[config.mk]
export PLATFORM = sky130hd
export DESIGN_NAME = fifo_bank_router
export DESIGN_NICKNAME = d
export VERILOG_FILES = /design/src/cam_pkg.sv /design/src/fifo_bank_router.sv
export SDC_FILE = /design/constraint.sdc
export NUM_CORES = 1
export LEC_CHECK = 0
export ABC_AREA = 1
export BUFFER_PORTS_ARGS = -buffer_cell sky130_fd_sc_hd__buf_2
export CORE_MARGIN = 1
export CORE_UTILIZATION = 25
export CTS_BUF_LIST = sky130_fd_sc_hd__clkbuf_8
export DETAILED_ROUTE_END_ITERATION = 6
export SYNTH_ARGS = -nofsm -noshare
export SYNTH_HDL_FRONTEND = slang
export SYNTH_SLANG_ARGS = --single-unit
[constraint.sdc]
create_clock -name PCLKI -period 3.5 [get_ports PCLKI]
set_input_delay 0.35 -clock PCLKI [delete_from_list [all_inputs] [get_ports PCLKI]]
set_output_delay 0.35 -clock PCLKI [all_outputs]
set_load 0.02 [all_outputs]
[src/cam_pkg.sv]
// Capture word and FIFO bank types, bank count and beats per word
package cam_pkg;

    // --------------------
    // Capture geometry
    // --------------------
    localparam int NUM_BANKS      = 3;     // Fixed by the register map
    localparam int BEATS_PER_WORD = 4;     // Valid pixel beats per capture word

    localparam int CAM_WORD_W = 32;
    localparam int LEVEL_W    = 16;        // Width of the reported fill level

    // --------------------
    // Types
    // --------------------

    // Capture word, sequence number zero-extended to 32 bits
    typedef logic [CAM_WORD_W-1:0] cam_word_t;

    // Per-bank status as seen by the register file
    typedef struct packed {
        logic [LEVEL_W-1:0] level;         // Words currently stored
        logic               empty;
        logic               full;
    } bank_status_t;

endpackage

[src/fifo_bank_router.sv]
// Sequence numbering of capture words and push steering to the FIFO banks
`timescale 1ns/100ps

module fifo_bank_router
    import cam_pkg::*;
#(
    parameter int FIFO_DEPTH = 512
)
(
    input  logic                 PCLKI,
    input  logic                 WBs_RST_i,
    input  logic                 word_done_i,
    input  logic [NUM_BANKS-1:0] bank_full_i,
    output logic [NUM_BANKS-1:0] push_o,
    output cam_word_t            word_o
);

    // Sequence numbers cover all banks once, then wrap
    localparam int SEQ_MAX = NUM_BANKS * FIFO_DEPTH;
    localparam int SEQ_W   = $clog2(SEQ_MAX);
    localparam int BANK_W  = $clog2(NUM_BANKS);

    localparam logic [SEQ_W-1:0] SEQ_LAST = SEQ_W'(SEQ_MAX - 1);
    localparam logic [SEQ_W-1:0] DEPTH_C  = SEQ_W'(FIFO_DEPTH);

    logic [SEQ_W-1:0]     seq_q;
    logic [BANK_W-1:0]    bank_sel;
    logic [NUM_BANKS-1:0] push_nxt;

    // Range of the sequence number picks the bank
    assign bank_sel = BANK_W'(seq_q / DEPTH_C);

    always_comb
    begin
        push_nxt           = '0;
        push_nxt[bank_sel] = ~bank_full_i[bank_sel];   // Drop when full
    end

    // --------------------
    // Sequence and push
    // --------------------
    always_ff @(posedge PCLKI or posedge WBs_RST_i)
    begin
        if (WBs_RST_i)
        begin
            seq_q  <= '0;
            push_o <= '0;
        end
        else
        begin
            push_o <= '0;
            if (word_done_i)
            begin
                push_o <= push_nxt;
                // Dropped words still use up their number
                seq_q  <= (seq_q == SEQ_LAST) ? '0 : seq_q + 1'b1;
            end
        end
    end

    // Word payload follows the current number
    always_ff @(posedge PCLKI)
    begin
        if (word_done_i)
            word_o <= cam_word_t'(seq_q);
    end

endmodule

### Word level (Yosys, flattened, before mapping)

Index checks and enable logic that the tools add are counted.

* bits in latches: 0
* ROM bits: 0
* input port bits: 6
* logic and storage cells: 16
* output and inout bits: 35
* register bits: 25
* RAM bits: 0
* memories: 0

* bitwise operators: 2
* mux-type cells: 6
* divide/modulo/power cells: 0
* shift-type cells: 0
* magnitude comparators: 2
* equality and inequality tests: 1
* multiply operators: 0
* reduce and logical (&&, ||, !) cells: 1
* $add $sub $neg: 1

Operators with widths (count)
* $add A11 B1 Y11 const B: 1
* $eq A11 B11 Y1 const B: 1
* $mux W11: 1
* $and A3 B3 Y3: 1
* $lt A2 B3 Y1 const B: 1
* $mux W3: 1
* $bmux W1 S2: 1
* $demux W1 S2: 1
* $ge A2 B1 Y1 const B: 1
* $mux W1: 2
* $logic_and A1 B1 Y1: 1
* $not A1 Y1: 1

### Depth between registers and ports, before layout

Gate-level depths: netlist (run 1).

* word-level depth: 6
* depth in mapped cells: 7
* mapped depth without buffers: 7

### Worst setup path after synthesis (run 1)

OpenSTA, ideal clock, no wires.

* path type: reg2reg
* start point: register seq_q[0]
* end point: register seq_q[6]
* setup slack: 2340 ps
* clock period less this slack: 1160 ps
* setup time: 118 ps
* buffers on the path: 0
* data arrival time: 1042 ps
* data required time: 3382 ps
* cell stages (with the launch flop): 7
* cell sequence: dfrtp_1 -> ha_1 -> nand2_1 -> nor2_4 -> nand3_1 -> xor2_1 -> inv_1

* word-level cells in the longest chain between the ends: 2
* elaborated cells on any way between the ends: 3
* those cells by class: add/sub: 1; eq/ne: 1; mux: 1

Ends and longest elaborated chain
* start: declaration: RTL line fifo_bank_router.sv:26 `logic [SEQ_W-1:0] seq_q;`
* start signal: assignment: RTL line fifo_bank_router.sv:56 `seq_q <= (seq_q == SEQ_LAST) ? '0 : seq_q + 1'b1;`
* $add A11 B1 Y11 / $eq A11 B11 Y1 (equally long branches): RTL line fifo_bank_router.sv:56
* $mux W11 (*): RTL line fifo_bank_router.sv:56

Mark *: on every way between the ends. The rest lies on a longest branch, timed or not.
A chain may end at the register's enable or synchronous reset.

### Worst setup path in the final report (run 1)

* start point: register seq_q[0]
* end point: register seq_q[5]

The elaborated chain is that of the path after synthesis.

==> impl.org, run 1 <==
** Outcome
- Run status :: finished, final reports clean

** Worst setup path
- In this run the critical register-to-register path is launched from seq_q[0]$_DFFE_PP0P_.
- STA classifies the critical path startpoint as a register.
- The largest individual stage delay along the critical path comes from the cell sky130_fd_sc_hd__dfrtp_1.
- The critical path goes through ha_1, nand2_1, nor2_4, nand4_1, inv_1, nor2_1.
- Cell depth of the worst flop-to-flop path :: 6
- Kind of critical path :: register to register
- STA puts the critical path data required time at 3660 ps.
- The kind of cell with the highest combined delay along the critical path is simple AND/OR/NAND/NOR gates.
- Reg2reg end :: seq_q[5]$_DFFE_PP0P_
- Flop2flop setup slack :: 2130 ps
- Tracing the worst setup path back leads to its startpoint at seq_q[0]$_DFFE_PP0P_.
- Buffer and inverter count on the worst path :: 1
- Of all nets on the critical path, the largest fanout is 6.
- STA puts the critical path data arrival time at 1530 ps.
- Kind of end point of the critical path :: register
- Maximum single-stage delay on the critical path :: 430 ps

** Finish
- Antenna diodes :: 0
- The final layout contains 156 nets.
- Once layout is complete, the cells apart from fillers number 215.
- Relative to the synthesized area, the layout overhead comes to 11.7%.
- The layout has 501 filler cells.
- Finished Cell Area :: 1370 sq um
- The post-route netlist has 18.2% of its cells at a drive strength greater than 1.

** Placed design
- Number of cells in the design after placement :: 211
- Detailed-placement wirelength estimate :: 1.40 mm
- In this run the cell area measured after placement is 1320 sq um.
- The congestion estimate from routability-driven global placement came to 0.760.
- IO Port Bufs :: 19

** Flow run
- Across the run, the number of max-cap violations was 0.

** Clock network
- Post-CTS repair changed the size of 0 cells.
- After clock tree synthesis, the clock-pin slew on the worst setup and hold paths is 80 ps.
- Root Buffer Master :: sky130_fd_sc_hd__clkbuf_8
- Clock tree synthesis inserted a total of 3 buffers.
- Number of H-tree levels :: 1
- The clock passes through at most 2 buffers.
- Hold bufs inserted after CTS :: 0
- TritonCTS built the clock tree.
- Clock latency on the worst-skew pair, taken at its later pin, is 260 ps.
- Counting every sink on the clock net gives 25.
- Buffers inserted by post-CTS timing repair :: 0

** Synthesis
- Number of cells produced by synthesis :: 126
- Syn Std Cell Area :: 1220 sq um
- Of the total synthesized cell area, the portion taken by full adders, half adders and majority gates is 1.02%.
- Largest family of logic cells by synthesized area :: simple AND/OR/NAND/NOR gates
- During synthesis, Yosys emitted a total of 0 warnings.
- Of the synthesized area, sequential elements account for 55.7%.
- Yosys reg bits :: 25
- Of the total synthesized cell area, the portion taken by AND, OR, NAND and NOR gates is 20.0%.
- Multiplexer area fraction after synthesis :: 0.921%
- Number of distinct library cell variants in the gate-level netlist after synthesis :: 17
- XOR/XNOR Fraction of Synth Area :: 4.30%
- The average instance in the mapped netlist occupies 9.70 sq um.
- Synth Area in Compound Gates :: 0%

** Floorplan
- Measured along the x axis, the die boundary spans 71.9 um.
- The initial utilization of the core area, before any placement, comes to 25.9%.
- Measured along the y axis, the die boundary spans 71.9 um.
- 41 I/O pins were placed.
- Die area :: 5170 sq um
- Core Footprint :: 4720 sq um
- Cell Rows :: 25

** STA
- Dividing the final minimum period by the clock period gives 39.0%.
- Headroom to the max-slew limit :: 63.3%
- Derived from the worst setup path, the maximum achievable clock frequency is 732 MHz.
- Setup TNS :: 0 ps
- Count of final setup violators :: 0
- For the pin with the worst max-slew slack, the measured transition is 550 ps.
- Clk_skew :: 3.01 ps
- Pins over their slew limit :: 0
- For the finished layout, the period the worst path requires is 1370 ps.
- Setup repair after global routing missed its margin :: false
- Final count of hold timing violations :: 0

** Power
- Part of the power in registers :: 55.5%
- Net switching is 33.1% of the power.
- Internal power comes to 518 uW.
- Across the VDD grid, the largest voltage drop is 0.000158 V.
- PwrDens :: 567 nW/um^2
- In this run, the combinational gates consume 22.9% of the power.
- Leak Pwr :: 0.675 nW
- Clock power share :: 21.6%
- Net switching power :: 256 uW

** Drt
- Dividing the detail-routed via count by the number of cells gives 3.67.
- Number of remaining DRC errors :: 0
- Total via count in the routed design :: 789
- For this run, the detailed router's first-pass iteration total came to 4.
- The first routing iteration left 27 violations.
- Once detail routing completed, the nets flagged for antenna violations numbered 0.
- Post-detailed-route wirelength per cell :: 8.67 um
- Overall routed net length :: 1.87 mm

** Global route
- Wire length of the first global-routing pass :: 3.06 mm
- Initial antenna violation count :: 0
- Global routing consumed, over all layers together, 7.80% of the routing resources.
- Pin count of the biggest net entering global routing :: 19
- Remaining global-route overflow :: 0
- The number of global-route vias before repair is 699.

** Hold path
- In this run the worst hold path is classified as input pin to asynchronous set/reset pin.
## stage by stage
stage / hold WS [ps] / util, % / power (mW) / setup slack [ps]
final: 116 / 28.9 / 0.774 / 2130
after global routing: 164 / 28.9 / 0.824 / 2010
after CTS: 134 / 28.9 / 0.783 / 2110
after detailed placement: 428 / 27.9 / 0.616 / 2020
after global placement: 424 / 27.9 / 0.613 / 2010
after floorplan: 239 / - / 0.581 / 2340
## how the worst max path moves through the flow
stage                           end  slack (ps)  cells after the start
2_1_floorplan  seq_q[6]$_DFFE_PP0P_        2340                      6
3_3_place_gp   seq_q[5]$_DFFE_PP0P_        2010                      6
3_5_place_dp   seq_q[5]$_DFFE_PP0P_        2020                      6
4_1_cts        seq_q[5]$_DFFE_PP0P_        2110                      6
5_1_grt        seq_q[7]$_DFFE_PP0P_        2010                      6
6_report       seq_q[5]$_DFFE_PP0P_        2130                      6
## synth_stat cells
master / n / area, sq um
sky130_fd_sc_hd__nor2_2: 1 / 6.26
sky130_fd_sc_hd__nand4_1: 3 / 18.8
sky130_fd_sc_hd__nand3_1: 10 / 50.1
sky130_fd_sc_hd__nor2_1: 13 / 48.8
sky130_fd_sc_hd__nand2_1: 22 / 82.6
sky130_fd_sc_hd__inv_1: 16 / 60.1
sky130_fd_sc_hd__xor2_1: 3 / 26.3
sky130_fd_sc_hd__nor2_4: 1 / 11.3
sky130_fd_sc_hd__buf_4: 21 / 158
sky130_fd_sc_hd__mux2_2: 1 / 11.3
sky130_fd_sc_hd__nor3_1: 4 / 20.0
sky130_fd_sc_hd__or2_2: 1 / 6.26
sky130_fd_sc_hd__edfxtp_1: 11 / 330
sky130_fd_sc_hd__ha_1: 1 / 12.5
sky130_fd_sc_hd__conb_1: 1 / 3.75
sky130_fd_sc_hd__xnor2_1: 3 / 26.3
sky130_fd_sc_hd__dfrtp_1: 14 / 350
## cells in the final DEF (no fill, tap or decap), types with 3 or more instances in the layout
cell | netlist | final
sky130_fd_sc_hd__nand3_1 | 10 | 10
sky130_fd_sc_hd__nor2_1 | 13 | 13
sky130_fd_sc_hd__dfrtp_1 | 14 | 14
sky130_fd_sc_hd__clkbuf_8 | 0 | 3
sky130_fd_sc_hd__xor2_1 | 3 | 3
sky130_fd_sc_hd__nand4_1 | 3 | 3
sky130_fd_sc_hd__nor3_1 | 4 | 4
sky130_fd_sc_hd__xnor2_1 | 3 | 3
sky130_fd_sc_hd__buf_2 | 0 | 19
sky130_fd_sc_hd__inv_1 | 16 | 16
sky130_fd_sc_hd__conb_1 | 1 | 21
sky130_fd_sc_hd__nand2_1 | 22 | 22
sky130_fd_sc_hd__edfxtp_1 | 11 | 11
## final cells by class
| type | instances | area [sq um] | area share [%] |
|---|---|---|---|
| sequential | 25 | 681 | 49.9 |
| multi-input combinational | 84 | 399 | 29.2 |
| timing repair buffer | 19 | 95.1 | 6.97 |
| tap | 67 | 83.8 | 6.14 |
| inverter | 16 | 60.1 | 4.40 |
| clock buffer | 3 | 41.3 | 3.02 |
| clock inverter | 1 | 5.00 | 0.367 |
## power by group through the flow
stage / registers, mW / clock network, mW / logic [mW]
global route: 0.440 / 0.183 / 0.201
floorplan: 0.450 / 0 / 0.131
finish: 0.430 / 0.167 / 0.177
CTS: 0.430 / 0.173 / 0.180
detailed placement: 0.436 / 0 / 0.179
global placement: 0.434 / 0 / 0.179
## sequential cells by signal, summed over array words and instances (netlist names)
signal  count
word_o     11
seq_q      11
push_o      3
## routing by layer
layer / wire [um] / share of wire (%) / GRT usage, %
met1: 849 / 46 / 8.78
met4: 19 / 1.0 / 4.58
met3: 127 / 6.8 / 1.53
met5: 0 / 0 / 0
met2: 869 / 47 / 13.7
## cell families after synthesis
group / count (synthesis)
XOR/XNOR: 6
adder cells (fa/ha/maj): 1
buffers and inverters: 37
flip-flops: 25
multiplexers: 1
other: 1
AND/OR/NAND/NOR: 55
Note: power is estimated with default switching activity, not from simulation.
==> inputs of run 2 (changes only) <==
- ABC_AREA: 1 -> 0
- clock period: 3.5 -> 1.4 ns (I/O delays scaled with it)
==> run 2 against run 1 <==
Against the previous run: the run now ends with setup timing left; core utilization rose by 4.9 points; maximum frequency is 6.7% lower; sequential share of layout area decreased by 3.9 points; final area is 8.4% higher; clock power grew 150%; register-to-register slack worse by 2200 ps; die area is 5.5% lower; via count decreased by 2.9%; hold slack lost 94 ps; flip-flop and latch count did not move; clock-buffer cell count unchanged; critical endpoint is now seq_q[7]$_DFFE_PP0P_; largest cell class unchanged.
==> impl.org, run 2 <==
** Drt
- The detail-routed via count per cell is 4.12 (was 3.67).
- Overall routed net length :: 2.05 mm (was 1.87 mm)
- 1st-pass router iterations :: 4 (unchanged)
- Detailed Route Iter0 Violations :: 48 (was 27)
- The number of routed nets with antenna violations was 0 (unchanged).
- The detailed-route DRC error count was 0 (unchanged).
- The average wire per standard cell came to 11.0 um (was 8.67 um).
- The count of vias placed by the detailed router came to 766 (was 789).

** Finish
- Antenna diodes :: 0 (unchanged)
- Growth of design area from synthesis to finish :: 28.3% (was 11.7%)
- The area of all placed cells without fillers was 1480 sq um (was 1370 sq um).
- The filler-free cell count of the finished design was 186 (was 215).
- Commonest cells after routing, fill and taps aside: sky130_fd_sc_hd__conb_1, sky130_fd_sc_hd__buf_4, sky130_fd_sc_hd__buf_2, sky130_fd_sc_hd__dfrtp_1, sky130_fd_sc_hd__edfxtp_1 (was sky130_fd_sc_hd__nand2_1, sky130_fd_sc_hd__conb_1, sky130_fd_sc_hd__buf_2, sky130_fd_sc_hd__inv_1, sky130_fd_sc_hd__dfrtp_1).
- Layout cells sized above 1 :: 38.1% (was 18.2%)
- The net count reported at finish is 142 (was 156).
- Registers with the most flip-flops :: seq_q (11), word_o (11), push_o (3) (unchanged)

** Power
- Power consumption :: 2.29 mW (was 774 uW)
- The standby leakage power is 0.672 nW (was 0.675 nW).
- The power density over the cells was 1550 nW/um^2 (was 567 nW/um^2).
- Maximum resistive drop on vdd :: 0.000336 V (was 0.000158 V)

** Synthesis
- Async set-reset flop share out of synthesis :: 56.0% (unchanged)
- YS warnings :: 0 (unchanged)
- The number of enable-type register cells in the synthesized netlist came to 11 (unchanged).
- Synth area leaders :: sky130_fd_sc_hd__dfrtp_1, sky130_fd_sc_hd__edfxtp_1, sky130_fd_sc_hd__buf_4 (unchanged)
- The library cell occupying the most area in the post-synthesis netlist was sky130_fd_sc_hd__dfrtp_1 (unchanged).
- Most used flip-flop cell after synthesis :: sky130_fd_sc_hd__dfrtp_1 (unchanged)
- The most common cell in the netlist is sky130_fd_sc_hd__buf_4 (was sky130_fd_sc_hd__nand2_1).
- The synthesized area came to 1150 sq um (was 1220 sq um).
- Yosys top cell area share :: 30.4% (was 28.7%)
- Ranking of synthesized cells by instance count :: sky130_fd_sc_hd__buf_4, sky130_fd_sc_hd__dfrtp_1, sky130_fd_sc_hd__edfxtp_1, sky130_fd_sc_hd__xnor2_1 (was sky130_fd_sc_hd__nand2_1, sky130_fd_sc_hd__buf_4, sky130_fd_sc_hd__inv_1, sky130_fd_sc_hd__dfrtp_1, sky130_fd_sc_hd__nor2_1)
- Post-synthesis sequential area ratio :: 59.0% (was 55.7%)
- The post-synthesis sequential element count came to 25 (unchanged).
- Number of cells produced by synthesis :: 91 (was 126)
- Number of distinct library cell variants in the gate-level netlist after synthesis :: 30 (was 17)
- The average instance area after synthesis is 12.7 sq um (was 9.70 sq um).

** STA
- The fmax is 683 MHz (was 732 MHz).
- Setup repair after global routing missed its margin: true (was false).
- The worst relative slew slack came to 65.2% (was 63.3%).
- The worst path setup slack after routing came to -64.8 ps (was 2130 ps).
- Pins over their slew limit :: 0 (unchanged)
- The actual transition at the worst max-transition pin was 521 ps (was 550 ps).
- Worst hold slack after final layout :: 21.8 ps (was 116 ps)
- Clk_skew :: 0.919 ps (was 3.01 ps)
- Count of final setup violators :: 1 (was 0)
- The total negative slack for setup checks is -64.8 ps (was 0 ps).
- The final critical-path share of the clock period is 105% (was 39.0%).
- The number of endpoints with negative hold slack in the final report came to 0 (unchanged).
- The time the final worst path needs with I/O delays and setup was 1460 ps (was 1370 ps).

** Global route
- The number of antenna violations at the first check in global routing came to 0 (unchanged).
- Vias in the first global route :: 717 (was 699)
- Wire length of the first global-routing pass :: 3.22 mm (was 3.06 mm)
- The pin count of the biggest net entering global routing was 20 (was 19).
- Total global-route track usage :: 8.70% (was 7.80%)
- The overall overflow remaining after global route was 0 (unchanged).

** Worst setup path
- Cell depth of the worst flop-to-flop path :: 4 (was 6)
- Worst Setup Start Kind :: register (unchanged)
- The class of the most critical setup path is register to register (unchanged).
- The setup slack on the worst flop-to-flop path was -60 ps (was 2130 ps).
- Reg2reg end :: seq_q[7]$_DFFE_PP0P_ (was seq_q[5]$_DFFE_PP0P_)
- Crit path required time :: 1550 ps (was 3660 ps)
- Crit path DAT :: 1620 ps (was 1530 ps)
- The worst setup path endpoint was seq_q[7]$_DFFE_PP0P_ (was seq_q[5]$_DFFE_PP0P_).
- CP max FO :: 2 (was 6)
- The startpoint of the worst-slack reg-to-reg timing path was seq_q[1]$_DFFE_PP0P_ (was seq_q[0]$_DFFE_PP0P_).
- Start point of the critical path :: seq_q[1]$_DFFE_PP0P_ (was seq_q[0]$_DFFE_PP0P_)
- The kind of end point of the critical path is a register (unchanged).

** Clock network
- Clock sink count :: 25 (unchanged)
- Reg clk slew, reported paths :: 80 ps (about the same)
- Number of H-tree levels :: 1 (unchanged)
- The clock buffer count from CTS was 3 (unchanged).
- Root Buffer Master :: sky130_fd_sc_hd__clkbuf_8 (unchanged)
- The clock tree from TritonCTS was built (unchanged).
- The buffer levels on the longest clock path was 2 (unchanged).
- Clk_lat worst skew :: 270 ps (was 260 ps)

** Floorplan
- The number of top-level pins is 41 (unchanged).
- Die extent in y :: 69.9 um (was 71.9 um)
- The starting utilization of the core area came to 26.3% (was 25.9%).
- The total core area came to 4380 sq um (was 4720 sq um).
- Cell Rows :: 24 (was 25)
- The die area came to 4890 sq um (was 5170 sq um).
- Die width :: 69.9 um (was 71.9 um)

** Flow run
- Max-capacitance violation count :: 0 (unchanged)

** Placed design
- The placed instance area came to 1370 sq um (was 1320 sq um).
- The count of buffers from port buffering came to 19 (unchanged).
- Global placer's final weighted congestion :: 0.824 (was 0.760)
- The number of placed instances with taps included is 178 (was 211).
- Detailed-placement wirelength estimate :: 1.53 mm (was 1.40 mm)

** Hold path
- The class of the most critical hold timing path was input pin to register (was input pin to asynchronous set/reset pin).

** Outcome
- Failing checks :: setup timing
- Run status :: complete, but fails checks (was finished, final reports clean)
-- run 2: cell types whose count changed in the layout (fill, tap and decap cells not counted), moves of 2 or more --
cell / change
sky130_fd_sc_hd__buf_4: +21
sky130_fd_sc_hd__inv_1: -13
sky130_fd_sc_hd__nand2_1: -19
sky130_fd_sc_hd__nand3_1: -8
sky130_fd_sc_hd__nor2_1: -10
sky130_fd_sc_hd__nor3_1: -3
sky130_fd_sc_hd__xnor2_1: +2
sky130_fd_sc_hd__xor2_1: -2
-- run 2: critical path: stages (launching register included) --
cell                      delay, ps
sky130_fd_sc_hd__dfrtp_1        400
sky130_fd_sc_hd__ha_4           150
sky130_fd_sc_hd__inv_2           30
sky130_fd_sc_hd__or4_1          460
sky130_fd_sc_hd__a221o_1        310
-- run 2: kinds of logic (layout without fill, tap and decap cells) --
logic type / count (synthesis) / count (layout) / share of synthesized area, %
adders and majority gates: 1 / 1 / 1.08
AOI/OAI and AO/OA: 5 / 5 / 2.93
buffers and inverters: 25 / 48 / 15.3
xor gates and xnor gates: 6 / 6 / 4.56
DFF: 25 / 25 / 59.0
other: 1 / 21 / 0.325
muxes: 3 / 3 / 2.82
and+or+nand+nor: 25 / 25 / 14.0
-- run 2: per-layer routing --
layer  wire length, um  part of all wire [%]  GRT usage (%)
met5                 0                     0              0
met4                57                   2.8           6.00
met3               152                   7.4           2.45
met2               941                    46           13.8
met1               901                    44           10.1
-- run 2: worst min path at each step --
stage	slack, ps	depth (start not counted)	from	endpoint
2_1_floorplan	30	1	WBs_RST_i	push_o[0]$_DFF_PP0_
3_5_place_dp	190	2	WBs_RST_i	seq_q[2]$_DFFE_PP0P_
5_1_grt	30	2	bank_full_i[0]	push_o[0]$_DFF_PP0_
6_report	20	2	bank_full_i[0]	push_o[0]$_DFF_PP0_
4_1_cts	20	2	bank_full_i[0]	push_o[0]$_DFF_PP0_
3_3_place_gp	200	2	WBs_RST_i	push_o[1]$_DFF_PP0_
-- run 2: layout make-up --
type / instances / area (sq um)
Fill cell: 443 / 2900
Sequential cell: 25 / 681
Multi-Input combinational cell: 61 / 415
Timing Repair Buffer: 41 / 263
Tap cell: 52 / 65.1
Clock buffer: 3 / 41.3
Inverter: 3 / 11.3
Clock inverter: 1 / 3.75
-- run 2: where the power goes --
part / switching, mW / total, mW / internal [mW]
Combinational: 0.464 / 0.826 / 0.363
Clock: 0.218 / 0.414 / 0.196
Sequential: 0.0973 / 1.05 / 0.951
Total: 0.778 / 2.29 / 1.51
-- run 2: timing repair --
item,in CTS,in global routing
hold buffers,1,0
gates cloned,0,0
setup buffers,0,3
hold endpoints to repair,14,0
pin swaps,3,3
setup endpoints to repair,5,7
gates resized for setup,1,4
-- run 2: metrics by stage --
stage	setup WS (ps)	util, %
final	-64.8	33.8
after global routing	-98.5	33.8
after CTS	-82.1	32.7
after detailed placement	-76.6	31.3
after global placement	-55.8	31.3
after floorplan	-122	-
==> inputs of run 3 (changes only) <==
- PLACE_DENSITY: not set -> 0.55
==> run 3 against run 2 <==
Against the previous run: the flow still finishes with violations (setup timing); critical endpoint unchanged; clock-buffer cell count stayed put; non-clock buffer count decreased by 4; die area did not move; flip-flop and latch count is the same; combinational power decreased by 2.9%.
==> impl.org, run 3 (synthesis results as in run 2) <==
** Outcome
- Run status: complete, but fails checks (unchanged).
- Failing checks: setup timing (unchanged).

** STA
- Slew @ Worst Pin :: 549 ps (was 521 ps)
- Setup repair after global routing missed its margin :: true (unchanged)
- Final worst path period need :: 1520 ps (was 1460 ps)
- Final count of hold timing violations :: 0 (unchanged)
- The worst relative slew slack came to 63.4% (was 65.2%).
- Highest clock frequency the design can meet :: 658 MHz (was 683 MHz)
- The number of failing setup endpoints in the final timing report was 1 (unchanged).
- Setup TNS :: -119 ps (was -64.8 ps)
- Share of the cycle needed by the critical path after routing :: 109% (was 105%)
- The worst path setup slack after routing was -119 ps (was -64.8 ps).
- The total count of max-transition violations in the final report came to 0 (unchanged).
- Clk_skew :: 5.34 ps (was 0.919 ps)

** Global route
- Vias in the first global route :: 710 (was 717)
- Wire length of the first global-routing pass :: 3.24 mm (was 3.22 mm)
- Pin count of the biggest net entering global routing :: 20 (unchanged)
- The met2 routing resource usage after global routing came to 13.9% (was 13.8%).
- The met1 track demand over resource in global routing was 10.2% (was 10.1%).
- Remaining global-route overflow :: 0 (unchanged)
- Initial antenna violation count :: 0 (unchanged)
- The most used routing layer is met2 (unchanged).
- The all-layer global routing usage was 8.49% (was 8.70%).
- Global Route met3 Usage :: 3.75% (was 2.45%)

** Floorplan
- The die area came to 4890 sq um (unchanged).
- Initial core utilization :: 26.3% (unchanged)
- The number of placement rows was 24 (unchanged).
- Core Footprint :: 4380 sq um (unchanged)
- The die height was 69.9 um (unchanged).
- Die width :: 69.9 um (unchanged)
- I/O pin count :: 41 (unchanged)

** Worst setup path
- The longest individual stage delay on the worst path came to 490 ps (was 460 ps).
- Buffer and inverter count on the worst path :: 1 (unchanged)
- Worst path cell trace :: ha_4, inv_2, or4_1, a221o_1 (unchanged)
- Startpoint of the lowest-slack register-to-register path :: seq_q[1]$_DFFE_PP0P_ (unchanged)
- CP max FO :: 2 (unchanged)
- The kind of end point of the critical path was a register (unchanged).
- The data arrival time of the critical path came to 1670 ps (was 1620 ps).
- The kind of start point of the critical path is a register (unchanged).
- Reg2reg end :: seq_q[7]$_DFFE_PP0P_ (unchanged)
- The required time of the critical path is 1550 ps (about the same).
- Crit path max-delay family :: simple AND/OR/NAND/NOR gates (unchanged)
- The cell count of the worst reg-to-reg path came to 4 (unchanged).
- The setup slack on the worst flop-to-flop path is -120 ps (was -60 ps).
- CP max-delay cell :: sky130_fd_sc_hd__or4_1 (unchanged)
- The class of the most critical setup path is register to register (unchanged).

** Clock network
- The clock-pin slew of the registers on the worst-case setup and hold paths was 90 ps (was 80 ps).
- The buffer levels on the longest clock path came to 2 (unchanged).
- Clock sink count :: 25 (unchanged)
- Root Buffer Master :: sky130_fd_sc_hd__clkbuf_8 (unchanged)
- Number of H-tree levels :: 1 (unchanged)
- Total CTS buffers :: 3 (unchanged)
- Clk_lat worst skew :: 270 ps (about the same)
- TritonCTS clock tree :: built (unchanged)
- The setup fix buffers added after clock tree synthesis is 0 (unchanged).

** Drt
- The average wire per standard cell was 11.7 um (was 11.0 um).
- 1st-pass router iterations :: 4 (unchanged)
- The detailed-route DRC error count came to 0 (unchanged).
- The detail-routed via count per cell is 4.15 (was 4.12).
- Total via count in the routed design :: 755 (was 766)
- The iteration-0 DRC count of the detailed router came to 39 (was 48).
- The sum of routed wire length over all layers is 2.12 mm (was 2.05 mm).
- Remaining number of nets flagged by the antenna check after routing :: 0 (unchanged)

** Placed design
- The worst setup timing slack at the placement stage is -92.5 ps (was -76.6 ps).
- The placer's final routability congestion estimate was 0.770 (was 0.824).
- The number of placed instances with taps included is 177 (was 178).
- The HPWL after detailed placement came to 1.51 mm (was 1.53 mm).
- IO Port Bufs :: 19 (unchanged)

** Finish
- Final non-filler cell total :: 182 (was 186)
- Antenna diodes :: 0 (unchanged)
- Layout cells sized above 1 :: 37.7% (was 38.1%)
- Fin util :: 33.3% (was 33.8%)
- Leaving out fill and tap cells, the most frequent cell in the layout is sky130_fd_sc_hd__conb_1.
- Fin nets :: 138 (was 142)
- The growth of design area from synthesis to finish is 26.7% (was 28.3%).
- Registers with the most flip-flops :: seq_q (11), word_o (11), push_o (3) (unchanged)
- Commonest cells after routing, fill and taps aside: sky130_fd_sc_hd__conb_1, sky130_fd_sc_hd__buf_2, sky130_fd_sc_hd__buf_4, sky130_fd_sc_hd__dfrtp_1, sky130_fd_sc_hd__edfxtp_1 (was sky130_fd_sc_hd__conb_1, sky130_fd_sc_hd__buf_4, sky130_fd_sc_hd__buf_2, sky130_fd_sc_hd__dfrtp_1, sky130_fd_sc_hd__edfxtp_1).

** Power
- The highest ir drop seen on vdd came to 0.000470 V (was 0.000336 V).
- The standby leakage power came to 0.648 nW (was 0.672 nW).
- PwrDens :: 1570 nW/um^2 (was 1550 nW/um^2)

** Hold path
- Worst hold path type :: input pin to register (unchanged)
- Terminating pin of the worst hold path :: push_o[0]$_DFF_PP0_ (unchanged)
- The start point of the worst min-delay path is bank_full_i[0] (unchanged).
- Cells on Worst Hold Path :: 2 (unchanged)

** Flow run
- The max-capacitance violation count came to 0 (unchanged).
run 3: cell types whose count changed in the layout (fill, tap and decap cells not counted):
cell,delta
sky130_fd_sc_hd__buf_4,-4
sky130_fd_sc_hd__clkinvlp_4,+1
sky130_fd_sc_hd__inv_1,-1
sky130_fd_sc_hd__nand2b_1,-1
sky130_fd_sc_hd__nand2b_4,+1
run 3: through the flow:
step | cell area (sq um) | hold slack [ps] | total power, mW
after CTS | 1430 | 5.44 | 2.29
after global routing | 1460 | 1.56 | 2.43
after floorplan | 1240 | 29.2 | 1.54
final | 1460 | 9.23 | 2.30
after global placement | 1360 | 210 | 1.81
after detailed placement | 1360 | 221 | 1.84
run 3: repair_timing:
action                                 in CTS  in global routing
endpoints found under the hold margin      14                  0
setup endpoints to repair                   4                  5
pin swaps                                   3                  5
resized for setup                           1                  5
hold buffers                                1                  0
run 3: worst max-delay path by stage:
stage	start	to	slack, ps	cells past startpoint
after floorplan	seq_q[0]$_DFFE_PP0P_	seq_q[7]$_DFFE_PP0P_	-120	4
after global placement	seq_q[1]$_DFFE_PP0P_	seq_q[7]$_DFFE_PP0P_	-50	4
after detailed placement	seq_q[1]$_DFFE_PP0P_	seq_q[0]$_DFFE_PP0P_	-90	6
after CTS	seq_q[0]$_DFFE_PP0P_	seq_q[7]$_DFFE_PP0P_	-90	4
after global routing	seq_q[1]$_DFFE_PP0P_	seq_q[7]$_DFFE_PP0P_	-130	4
final	seq_q[1]$_DFFE_PP0P_	seq_q[7]$_DFFE_PP0P_	-120	4
run 3: routing by layer:
metal / share of wire (%) / wire length (um)
met1: 45 / 945
met5: 0 / 0
met3: 8.8 / 186
met4: 0.90 / 19
met2: 46 / 969
run 3: layout make-up:
class | instances | area, sq um
clock buffers | 3 | 41.3
clock inverters | 1 | 7.51
fillers | 450 | 2920
inverters | 3 | 11.3
multi-input cells | 61 | 423
flip-flops and latches | 25 | 681
well taps | 52 | 65.1
repair buffers | 37 | 233
run 3: worst reg2reg max path: cells and delay by family (launching register included):
kind / cells / cell delay, ps
adder cells (fa/ha/maj): 1 / 150
AO/OA/AOI/OAI: 1 / 330
flip-flops: 1 / 400
AND/OR/NAND/NOR: 1 / 490
buffers and inverters: 1 / 30
run 3: report_power, final:
part	switching (mW)	internal [mW]
combinational	0.457	0.345
clock	0.247	0.202
sequential	0.0971	0.951
total	0.801	1.50
